<file path="config.mk">
export PLATFORM = sky130hd
export DESIGN_NAME = pipe_core
export DESIGN_NICKNAME = d
export VERILOG_FILES = /design/src/hdl/core_pkg.sv /design/src/hdl/alu.sv /design/src/hdl/decode_stage.sv /design/src/hdl/execute_stage.sv /design/src/hdl/pipe_core.sv /design/src/hdl/reg_file.sv /design/src/hdl/writeback_stage.sv
export SDC_FILE = /design/constraint.sdc
export NUM_CORES = 2
export LEC_CHECK = 0
export ABC_AREA = 0
export CORE_ASPECT_RATIO = 1.2
export CORE_UTILIZATION = 40
export CTS_CLUSTER_SIZE = 28
export DETAILED_ROUTE_END_ITERATION = 10
export DONT_BUFFER_PORTS = 1
export SLEW_MARGIN = 25
export SYNTH_ARGS = -nofsm -noshare
export SYNTH_HDL_FRONTEND = slang
export SYNTH_HIERARCHICAL = 1
export SYNTH_SLANG_ARGS = --single-unit
</file>
<file path="constraint.sdc">
create_clock -name clk -period 92.8 [get_ports clk]
set_input_delay 9.28 -clock clk [delete_from_list [all_inputs] [get_ports clk]]
set_output_delay 9.28 -clock clk [all_outputs]
set_load 0.02 [all_outputs]
</file>
<file path="src/hdl/core_pkg.sv">
`default_nettype none

package core_pkg;

    typedef logic [15:0] word_t;        // data word
    typedef logic [15:0] instr_t;       // {opcode, rd, rs, rt}
    typedef logic [3:0]  reg_addr_t;    // register index
    typedef logic [2:0]  flags_t;       // {negative, carry, zero}

    localparam int unsigned flag_zero  = 0;
    localparam int unsigned flag_carry = 1;
    localparam int unsigned flag_neg   = 2;

    typedef enum logic [3:0] {
        op_nop = 4'd0,
        op_add, op_sub, op_and, op_or, op_xor,
        op_shl, op_shr,
        op_ldi,                         // rd = {8'h00, imm8}
        op_ld,                          // rd = mem[rs + rt]
        op_st,                          // mem[rs + rt] = rd
        op_hlt
    } opcode_e;

    typedef enum logic [2:0] {
        alu_add, alu_sub, alu_and, alu_or, alu_xor,
        alu_shl, alu_shr, alu_pass_b
    } alu_op_e;

    typedef struct packed {
        logic mem_rd;
        logic mem_wr;
        logic reg_wr;
    } memc_t;

    typedef struct packed {
        word_t     a;
        word_t     b;
        word_t     sd;                  // store data
        alu_op_e   alu_op;
        memc_t     memc;
        reg_addr_t rd;
        logic      halt;
    } dec_out_t;

    typedef struct packed {
        word_t     result;
        word_t     sd;
        memc_t     memc;
        reg_addr_t rd;
        flags_t    flags;
        logic      halt;
    } ex_out_t;

endpackage

`default_nettype wire

</file>
<file path="src/hdl/alu.sv">
`default_nettype none

module alu (
    input  wire core_pkg::word_t   a,
    input  wire core_pkg::word_t   b,
    input  wire core_pkg::alu_op_e op,
    output core_pkg::word_t        result,
    output core_pkg::flags_t       flags
);

    logic [16:0] wide;          // result with carry in bit 16
    logic [16:0] shl_wide;
    logic [16:0] shr_wide;      // result in 16:1, last bit out in bit 0
    logic        carry;

    assign shl_wide = {1'b0, a} << b[3:0];
    assign shr_wide = {a, 1'b0} >> b[3:0];

    always_comb begin
        wide  = '0;
        carry = 1'b0;
        case (op)
            core_pkg::alu_add: begin
                wide  = {1'b0, a} + {1'b0, b};
                carry = wide[16];
            end
            core_pkg::alu_sub: begin
                wide  = {1'b0, a} - {1'b0, b};
                carry = wide[16];               // borrow
            end
            core_pkg::alu_and: wide = {1'b0, a & b};
            core_pkg::alu_or:  wide = {1'b0, a | b};
            core_pkg::alu_xor: wide = {1'b0, a ^ b};
            core_pkg::alu_shl: begin
                wide  = {1'b0, shl_wide[15:0]};
                carry = shl_wide[16];           // zero for a shift of 0
            end
            core_pkg::alu_shr: begin
                wide  = {1'b0, shr_wide[16:1]};
                carry = shr_wide[0];
            end
            default: wide = {1'b0, b};          // pass b
        endcase
    end

    assign result = wide[15:0];

    always_comb begin
        flags                      = '0;
        flags[core_pkg::flag_zero]  = (wide[15:0] == '0);
        flags[core_pkg::flag_carry] = carry;
        flags[core_pkg::flag_neg]   = wide[15];
    end

endmodule

`default_nettype wire

</file>
<file path="src/hdl/decode_stage.sv">
`default_nettype none

module decode_stage (
    input  wire logic                clk,
    input  wire logic                rst,
    input  wire logic                stall,
    input  wire logic                halted,
    input  wire core_pkg::instr_t    instr,
    output core_pkg::reg_addr_t      rd_addr_a,
    output core_pkg::reg_addr_t      rd_addr_b,
    output core_pkg::reg_addr_t      rd_addr_sd,
    input  wire core_pkg::word_t     rd_data_a,
    input  wire core_pkg::word_t     rd_data_b,
    input  wire core_pkg::word_t     rd_data_sd,
    input  wire core_pkg::reg_addr_t ex_rd,
    input  wire logic                ex_reg_wr,
    output core_pkg::dec_out_t       dec_out,
    output logic                     fwd_a,
    output logic                     fwd_b,
    output logic                     fwd_sd
);

    core_pkg::instr_t    instr_q;
    core_pkg::opcode_e   opcode;
    core_pkg::reg_addr_t rd, rs, rt;
    core_pkg::alu_op_e   alu_op;
    core_pkg::memc_t     memc;
    logic                use_a, use_b, use_sd;     // which sources the opcode reads

    always_ff @(posedge clk or posedge rst) begin
        if (rst) begin
            instr_q <= '0;                          // op_nop
        end else if (!(stall || halted)) begin
            instr_q <= instr;
        end
    end

    assign opcode = core_pkg::opcode_e'(instr_q[15:12]);
    assign rd     = instr_q[11:8];
    assign rs     = instr_q[7:4];
    assign rt     = instr_q[3:0];

    assign rd_addr_a  = rs;
    assign rd_addr_b  = rt;
    assign rd_addr_sd = rd;                         // st writes R[rd] to memory

    always_comb begin
        memc   = '0;
        use_a  = 1'b0;
        use_b  = 1'b0;
        use_sd = 1'b0;
        case (opcode)
            core_pkg::op_add, core_pkg::op_sub, core_pkg::op_and, core_pkg::op_or,
            core_pkg::op_xor, core_pkg::op_shl, core_pkg::op_shr: begin
                memc.reg_wr = 1'b1;
                use_a       = 1'b1;
                use_b       = 1'b1;
            end
            core_pkg::op_ldi: begin
                memc.reg_wr = 1'b1;                 // immediate, no sources
            end
            core_pkg::op_ld: begin
                memc.mem_rd = 1'b1;
                memc.reg_wr = 1'b1;
                use_a       = 1'b1;
                use_b       = 1'b1;
            end
            core_pkg::op_st: begin
                memc.mem_wr = 1'b1;
                use_a       = 1'b1;
                use_b       = 1'b1;
                use_sd      = 1'b1;
            end
            default: ;                              // nop, hlt and unused codes
        endcase
    end

    always_comb begin
        case (opcode)
            core_pkg::op_sub: alu_op = core_pkg::alu_sub;
            core_pkg::op_and: alu_op = core_pkg::alu_and;
            core_pkg::op_or:  alu_op = core_pkg::alu_or;
            core_pkg::op_xor: alu_op = core_pkg::alu_xor;
            core_pkg::op_shl: alu_op = core_pkg::alu_shl;
            core_pkg::op_shr: alu_op = core_pkg::alu_shr;
            core_pkg::op_ldi: alu_op = core_pkg::alu_pass_b;
            default:          alu_op = core_pkg::alu_add;   // add, ld/st address
        endcase
    end

    always_comb begin
        dec_out.a      = rd_data_a;
        dec_out.b      = (opcode == core_pkg::op_ldi) ? {8'h00, instr_q[7:0]} : rd_data_b;
        dec_out.sd     = rd_data_sd;
        dec_out.alu_op = alu_op;
        dec_out.memc   = memc;
        dec_out.rd     = rd;
        dec_out.halt   = (opcode == core_pkg::op_hlt);
    end

    // only the instruction one ahead can be unwritten when we read
    assign fwd_a  = use_a  && ex_reg_wr && (rs == ex_rd);
    assign fwd_b  = use_b  && ex_reg_wr && (rt == ex_rd);
    assign fwd_sd = use_sd && ex_reg_wr && (rd == ex_rd);

endmodule

`default_nettype wire

</file>
<file path="src/hdl/execute_stage.sv">
`default_nettype none

module execute_stage (
    input  wire logic               clk,
    input  wire logic               rst,
    input  wire logic               stall,
    input  wire logic               halted,
    input  wire core_pkg::dec_out_t dec_out,
    input  wire logic               fwd_a,
    input  wire logic               fwd_b,
    input  wire logic               fwd_sd,
    input  wire core_pkg::word_t    fwd_data,
    output core_pkg::ex_out_t       ex_out
);

    core_pkg::word_t  op_a;
    core_pkg::word_t  op_b;
    core_pkg::word_t  store_data;
    core_pkg::word_t  alu_result;
    core_pkg::flags_t alu_flags;
    logic             hold;

    assign hold = stall || halted;

    // writeback value replaces a source the register file has not seen yet
    assign op_a       = fwd_a  ? fwd_data : dec_out.a;
    assign op_b       = fwd_b  ? fwd_data : dec_out.b;    // never set for ldi
    assign store_data = fwd_sd ? fwd_data : dec_out.sd;

    alu u_alu (
        .a      (op_a),
        .b      (op_b),
        .op     (dec_out.alu_op),
        .result (alu_result),
        .flags  (alu_flags)
    );

    always_ff @(posedge clk or posedge rst) begin
        if (rst) begin
            ex_out <= '0;                               // reads back as a nop
        end else if (!hold) begin
            ex_out.result <= alu_result;
            ex_out.sd     <= store_data;
            ex_out.memc   <= dec_out.memc;
            ex_out.rd     <= dec_out.rd;
            ex_out.flags  <= alu_flags;
            ex_out.halt   <= dec_out.halt;
        end
    end

endmodule

`default_nettype wire

</file>
<file path="src/hdl/pipe_core.sv">
`default_nettype none

module pipe_core #(
    parameter int unsigned DMEM_AW = 6
) (
    input  wire logic             clk,
    input  wire logic             rst,
    input  wire logic             stall,
    input  wire core_pkg::instr_t instr,
    output logic                  wb_en,
    output core_pkg::reg_addr_t   wb_addr,
    output core_pkg::word_t       wb_data,
    output core_pkg::flags_t      wb_flags,
    output logic                  halted
);

    core_pkg::reg_addr_t rd_addr_a, rd_addr_b, rd_addr_sd;
    core_pkg::word_t     rd_data_a, rd_data_b, rd_data_sd;
    core_pkg::dec_out_t  dec_out;
    core_pkg::ex_out_t   ex_out;
    logic                fwd_a, fwd_b, fwd_sd;

    reg_file u_reg_file (
        .clk        (clk),
        .rst        (rst),
        .rd_addr_a  (rd_addr_a),
        .rd_addr_b  (rd_addr_b),
        .rd_addr_sd (rd_addr_sd),
        .rd_data_a  (rd_data_a),
        .rd_data_b  (rd_data_b),
        .rd_data_sd (rd_data_sd),
        .we         (wb_en),
        .wr_addr    (wb_addr),
        .wr_data    (wb_data)
    );

    decode_stage u_decode_stage (
        .clk        (clk),
        .rst        (rst),
        .stall      (stall),
        .halted     (halted),
        .instr      (instr),
        .rd_addr_a  (rd_addr_a),
        .rd_addr_b  (rd_addr_b),
        .rd_addr_sd (rd_addr_sd),
        .rd_data_a  (rd_data_a),
        .rd_data_b  (rd_data_b),
        .rd_data_sd (rd_data_sd),
        .ex_rd      (ex_out.rd),            // instruction one ahead
        .ex_reg_wr  (ex_out.memc.reg_wr),
        .dec_out    (dec_out),
        .fwd_a      (fwd_a),
        .fwd_b      (fwd_b),
        .fwd_sd     (fwd_sd)
    );

    execute_stage u_execute_stage (
        .clk      (clk),
        .rst      (rst),
        .stall    (stall),
        .halted   (halted),
        .dec_out  (dec_out),
        .fwd_a    (fwd_a),
        .fwd_b    (fwd_b),
        .fwd_sd   (fwd_sd),
        .fwd_data (wb_data),                // writeback result of the same cycle
        .ex_out   (ex_out)
    );

    writeback_stage #(
        .DMEM_AW (DMEM_AW)
    ) u_writeback_stage (
        .clk      (clk),
        .rst      (rst),
        .stall    (stall),
        .ex_out   (ex_out),
        .wb_en    (wb_en),
        .wb_addr  (wb_addr),
        .wb_data  (wb_data),
        .wb_flags (wb_flags),
        .halted   (halted)
    );

endmodule

`default_nettype wire

</file>
<file path="src/hdl/reg_file.sv">
`default_nettype none

module reg_file (
    input  wire logic                clk,
    input  wire logic                rst,
    input  wire core_pkg::reg_addr_t rd_addr_a,
    input  wire core_pkg::reg_addr_t rd_addr_b,
    input  wire core_pkg::reg_addr_t rd_addr_sd,
    output core_pkg::word_t          rd_data_a,
    output core_pkg::word_t          rd_data_b,
    output core_pkg::word_t          rd_data_sd,
    input  wire logic                we,
    input  wire core_pkg::reg_addr_t wr_addr,
    input  wire core_pkg::word_t     wr_data
);

    localparam int unsigned num_regs = 16;

    core_pkg::word_t regs [num_regs];

    always_ff @(posedge clk or posedge rst) begin
        if (rst) begin
            for (int i = 0; i < num_regs; i++) begin
                regs[i] <= '0;
            end
        end else if (we) begin
            regs[wr_addr] <= wr_data;
        end
    end

    // no write-through, decode reads one cycle after the write edge
    assign rd_data_a  = regs[rd_addr_a];
    assign rd_data_b  = regs[rd_addr_b];
    assign rd_data_sd = regs[rd_addr_sd];  // store data port

endmodule

`default_nettype wire

</file>
<file path="src/hdl/writeback_stage.sv">
`default_nettype none

module writeback_stage #(
    parameter int unsigned DMEM_AW = 6
) (
    input  wire logic              clk,
    input  wire logic              rst,
    input  wire logic              stall,
    input  wire core_pkg::ex_out_t ex_out,
    output logic                   wb_en,
    output core_pkg::reg_addr_t    wb_addr,
    output core_pkg::word_t        wb_data,
    output core_pkg::flags_t       wb_flags,
    output logic                   halted
);

    localparam int unsigned dmem_depth = 2 ** DMEM_AW;

    core_pkg::word_t    dmem [dmem_depth];
    core_pkg::word_t    dmem_rdata;
    logic [DMEM_AW-1:0] dmem_addr;
    logic               commit;                    // this instruction takes effect now

    assign commit    = !stall && !halted;
    assign dmem_addr = ex_out.result[DMEM_AW-1:0];  // alu computed rs + rt
    assign dmem_rdata = dmem[dmem_addr];            // combinational read, no load-use stall

    always_ff @(posedge clk or posedge rst) begin
        if (rst) begin
            for (int i = 0; i < dmem_depth; i++) begin
                dmem[i] <= '0;
            end
        end else if (commit && ex_out.memc.mem_wr) begin
            dmem[dmem_addr] <= ex_out.sd;
        end
    end

    // sticky until reset, halt itself does not write anything
    always_ff @(posedge clk or posedge rst) begin
        if (rst) begin
            halted <= 1'b0;
        end else if (ex_out.halt && !stall) begin
            halted <= 1'b1;
        end
    end

    assign wb_en    = ex_out.memc.reg_wr && commit;     // once per instruction
    assign wb_addr  = ex_out.rd;
    assign wb_data  = ex_out.memc.mem_rd ? dmem_rdata : ex_out.result;
    assign wb_flags = ex_out.flags;                     // address flags for ld

endmodule

`default_nettype wire

</file>
Word-level counts from Yosys, hierarchy flattened
Cells that the tools add are included.
W data, S select, Z words.
{"block": "word_totals", "reg_bits": 1340, "inputBits": 19, "wordCells": 177}
{"block": "classes", "n_addsub": 2, "n_lt_le_gt_ge": 7, "n_eq_ne": 20, "shifts": 2, "muxes": 30, "bitwise_logic": 8, "reduce_logical": 18}
{"op": "$bwmux W1024", "count": 1}
{"op": "$bwmux W256", "count": 1}
{"op": "$mux W16", "count": 15}
{"op": "$bmux W16 S4", "count": 3}
{"op": "$pmux W16 S7", "count": 1}
{"op": "$bmux W16 S6", "count": 1}
{"op": "$demux W16 S6", "count": 1}
{"op": "$demux W16 S4", "count": 1}
{"op": "$pmux W3 S7", "count": 1}
{"op": "$ge A5 B5 Y1 const B", "count": 4}
{"op": "$not A4 Y5", "count": 4}
{"op": "$reduce_or A9 Y1", "count": 2}
{"op": "$add A16 B16 Y17", "count": 1}
{"op": "$shl A16 B4 Y17", "count": 1}
{"op": "$shr A17 B4 Y17", "count": 1}
{"op": "$sub A16 B16 Y17", "count": 1}
{"op": "$and A16 B16 Y16", "count": 1}
{"op": "$eq A4 B3 Y1 const B", "count": 4}
{"op": "$eq A4 B4 Y1 const B", "count": 4}
{"op": "$logic_not A16 Y1", "count": 1}
{"op": "$or A16 B16 Y16", "count": 1}
{"op": "$xor A16 B16 Y16", "count": 1}
{"op": "$eq A4 B4 Y1", "count": 3}
{"op": "$logic_and A1 B1 Y1", "count": 11}
{"op": "other kinds (14)", "count": 22}

Logic depth before layout (Yosys ltp)
{"block": "logic_depth", "ltp_word": 9, "mapped_depth": 25, "depth_no_buf": 20}

Modules after synthesis
Netlist, hierarchy kept.
{"mod": "writeback_stage", "instances": 1, "cells_per_inst": 3321, "area_per_inst_um2": 47347.9, "seq_area_each_um2": 25649.6}
{"mod": "reg_file", "instances": 1, "cells_per_inst": 986, "area_per_inst_um2": 15230.9, "seq_area_each_um2": 6406.1}
{"mod": "alu", "instances": 1, "cells_per_inst": 610, "area_per_inst_um2": 4285.4, "seq_area_each_um2": 0.0}
{"mod": "execute_stage", "instances": 1, "cells_per_inst": 165, "area_per_inst_um2": 2267.2, "seq_area_each_um2": 1076.0}
{"mod": "decode_stage", "instances": 1, "cells_per_inst": 139, "area_per_inst_um2": 1385.1, "seq_area_each_um2": 400.4}

Worst setup path after synthesis
OpenSTA, ideal clock, no wires.
{"block": "synth_path", "path_type": "input to output", "from": "input port stall", "to": "output port wb_en", "t_arrival_ps": 9706, "t_required_ps": 83520, "setup_slack_ps": 73814, "path_stages": 2, "path_buffers": 0, "cell_sequence": "nor2_1 -> and2_1"}
{"block": "synth_between", "elab_chain_cells": 3}
{"item": "start, declared", "line": "pipe_core.sv:8", "rtl": "input wire logic stall,"}
{"item": "$logic_not A1 Y1", "line": "writeback_stage.sv:24", "rtl": "assign commit = !stall && !halted;"}
{"item": "$logic_and A1 B1 Y1", "line": "writeback_stage.sv:24"}
{"item": "$logic_and A1 B1 Y1", "line": "writeback_stage.sv:47", "rtl": "assign wb_en = ex_out.memc.reg_wr && commit;"}
{"item": "end, declared", "line": "pipe_core.sv:10", "rtl": "output logic wb_en,"}
No other way between the ends.

Worst setup path after layout
Same ends and word-level chain as after synthesis.

==> impl_metrics.ini <==
[timing]
fin_worst_skew_ps = 29.5
fmax_mhz = 52.4
setup_viol = 0
hold_violations = 0
tightest_slew_ps = 1090
setup_tns_ps = 0
drv_slew = 0
whs_ps = 492
rsz0062_at_grt = no
min_period_over_period = 0.206
slew_headroom = 0.274
period_minus_slack_ps = 19090

[place]
gp_congestion = 0.897
hpwl_mm = 138
dpl_cell_area_sq_um = 71900
port_buffers = 0
dp_cells = 7110

[global_routing]
antenna_found_initial = 10
grt_max_degree = 191
grt_pass1_wl_mm = 331
grtUsageTotal = 0.253
grt_pass1_vias = 46700
grt-ovfl-total = 0

[route]
drc = 0
ant_nets = 0
wl_per_cell_microns = 30.8
drt_first_pass_iters = 6
routed_via_density = 6.30
drt-initial-drc-count = 4249
postRouteWirelength_mm = 227
via_count = 46400

[logic_synthesis]
synth_mux_area_frac = 0.350
synth_area_leader_cell = dfrtp_1
yosysMostFrequentCell = mux2_2
synth_xor_area_frac = 0.00261
synth_area_leaders = dfrtp_1 (48%), mux2_2 (22%), mux4_2 (9.7%)
synth_cells = 5221
synth_flop_cell = dfrtp_1
syn_area_per_cell_sq_um = 13.5
synth_edf_count = 0
synthAdderAreaFrac = 0.00962
synth_area_sq_um = 70500
synth_top_area_frac = 0.476
yosysWarnings = 6
yosys.area_share.simple = 0.0403
seq_area_frac_synth = 0.476
synth-compound-area-share = 0.0784
synth_commonest_cells = mux2_2 (1,396), dfrtp_1 (1,340), mux4_2 (303)
async_reset_ff_frac = 1.00
synth-seq-cells = 1340
syn-num-nets = 5293
synth_cell_types = 100
synth_top_family_by_area = multiplexers

[layout]
finalInstanceArea_sq_um = 76700
stdcell_count = 7365
drive_gt1_frac = 0.448
area_delta_synth_final_pct = 8.80
final_nets = 5033
fin_util = 0.439

[power_and_ir_drop]
power_leakage_nw = 35.0
ir_drop_mv = 0.0406
power_density_nw_per_um2 = 28.5

[floorplanning]
core.rowCount = 168
die_y_microns = 462
core_area_sq_um = 175000
start_util = 0.403
io_pins = 44
dieArea_sq_um = 178000
fp.dieW_microns = 385

[clock_tree]
ctsHoldBuffers = 0
clk_path_buf_depth = 3
numCtsBuffers = 142
clock-sinks = 1340
clkLatencyLatePin_ps = 800
clkTransAtPathRegs_ps = 60
cts_root_buf = clkbuf_16
htree_levels = 4
post_cts_buffers = 0
cts_tree = done
cts_resized = 0

[setup_path]
cp-start-kind = input port
worstPathRequired_ps = 83520
slowest_delay_ps = 370
cp_slowest_cell = and2_1
critPathKind = input port to primary output
reg2reg_depth = 25
cp.buffers_inverters = 0
crit_family = simple AND/OR/NAND/NOR gates
end_kind = primary output
crit_cells = 2
crit_chain = nor2_1 -> and2_1
worstPathArrival_ps = 9810
cp_max_fo = 20

[min_path]
min_path_type = flip-flop to flip-flop
whs_path_depth = 1

[status]
status = complete, no violations

[run]
drv_cap = 0
-- placed cells by master (no fill, tap or decap), types with 10 or more instances in the layout --
master,Yosys,layout
nand2b_1,19,16
mux2_4,40,40
nor2b_1,30,19
mux2i_1,128,128
nor2_2,27,20
clkbuf_8,0,30
clkbuf_16,0,148
nand3_1,34,34
a221o_1,17,17
nor3_1,21,20
o211ai_1,20,20
clkinv_2,0,17
a211oi_1,22,22
dfrtp_2,0,16
a221oi_1,121,121
o22ai_1,45,44
xnor2_1,15,15
mux2_1,19,19
clkbuf_1,205,38
a22o_1,10,10
a21oi_1,96,96
o21ai_0,122,122
ha_1,51,51
and3_1,15,15
dfrtp_1,1340,1315
nand2_1,155,151
inv_1,51,46
mux2_2,1396,1396
o32a_1,16,16
nor2_1,139,127
a31oi_1,20,16
mux4_2,303,303
and2_1,16,14
a22oi_1,159,158
nor2_4,6,25
nand2_2,25,29
buf_4,108,132
-- cell families (layout without fill, tap and decap cells) --
family	Yosys count	after routing
multiplexers	1887	1887
AND/OR/NAND/NOR	555	555
buffers and inverters	602	449
XOR/XNOR	21	21
other	0	2
adder cells (fa/ha/maj)	53	53
AO/OA/AOI/OAI	763	763
flip-flops	1340	1340
-- registers in the layout (all words and copies together) (netlist names) --
signal	count
u_reg_file/regs	256
u_decode_stage/instr_q	16
u_execute_stage/ex_out	43
u_writeback_stage/halted	1
u_writeback_stage/dmem	1024
-- metal layers --
metal,routed length [microns],part of all wire,track usage
met1,92000,0.41,0.330
met2,107000,0.47,0.406
met3,16500,0.073,0.0523
met4,10800,0.048,0.115
met5,54,0.00024,0
-- power breakdown --
part           switching (mW)  internal, mW  leakage [nW]
registers              0.0789         0.628          18.5
logic                   0.580         0.316          14.2
clock network           0.244         0.337          2.32
total                   0.902          1.28          35.0
-- stage by stage --
stage / power (mW) / setup slack (ps)
after floorplan: 1.30 / 54680
after global placement: 1.59 / 73690
after detailed placement: 1.60 / 73730
after CTS: 2.18 / 73730
after global routing: 2.26 / 73700
final: 2.18 / 73710
-- final cells by class --
type                       count  area (sq um)
multi-input combinational   3279         34100
antenna                        2          5.00
timing repair buffer         141          1150
fill                       15900         98200
clock inverter                35           473
clock buffer                 216          4260
inverter                      57           229
tap                         2295          2870
sequential                  1340         33600
-- final timing paths --
kind / from / to / slack (ps)
worst max-delay path: stall / wb_en / 73710
worst min-delay path: u_writeback_stage/dmem[145]$_DFFE_PP0P_ / u_writeback_stage/dmem[145]$_DFFE_PP0P_ / 490
worst max register to register: u_execute_stage/ex_out[28]$_DFFE_PP0N_ / u_execute_stage/ex_out[1]$_DFFE_PP0N_ / 81690
worst min register to register: u_writeback_stage/dmem[145]$_DFFE_PP0P_ / u_writeback_stage/dmem[145]$_DFFE_PP0P_ / 490
max in group asynchronous: rst / u_writeback_stage/dmem[1008]$_DFFE_PP0P_ / 80470
min in group asynchronous: rst / u_reg_file/regs[187]$_DFFE_PP0P_ / 8450
No activity file was read; power rests on OpenSTA's default activity.
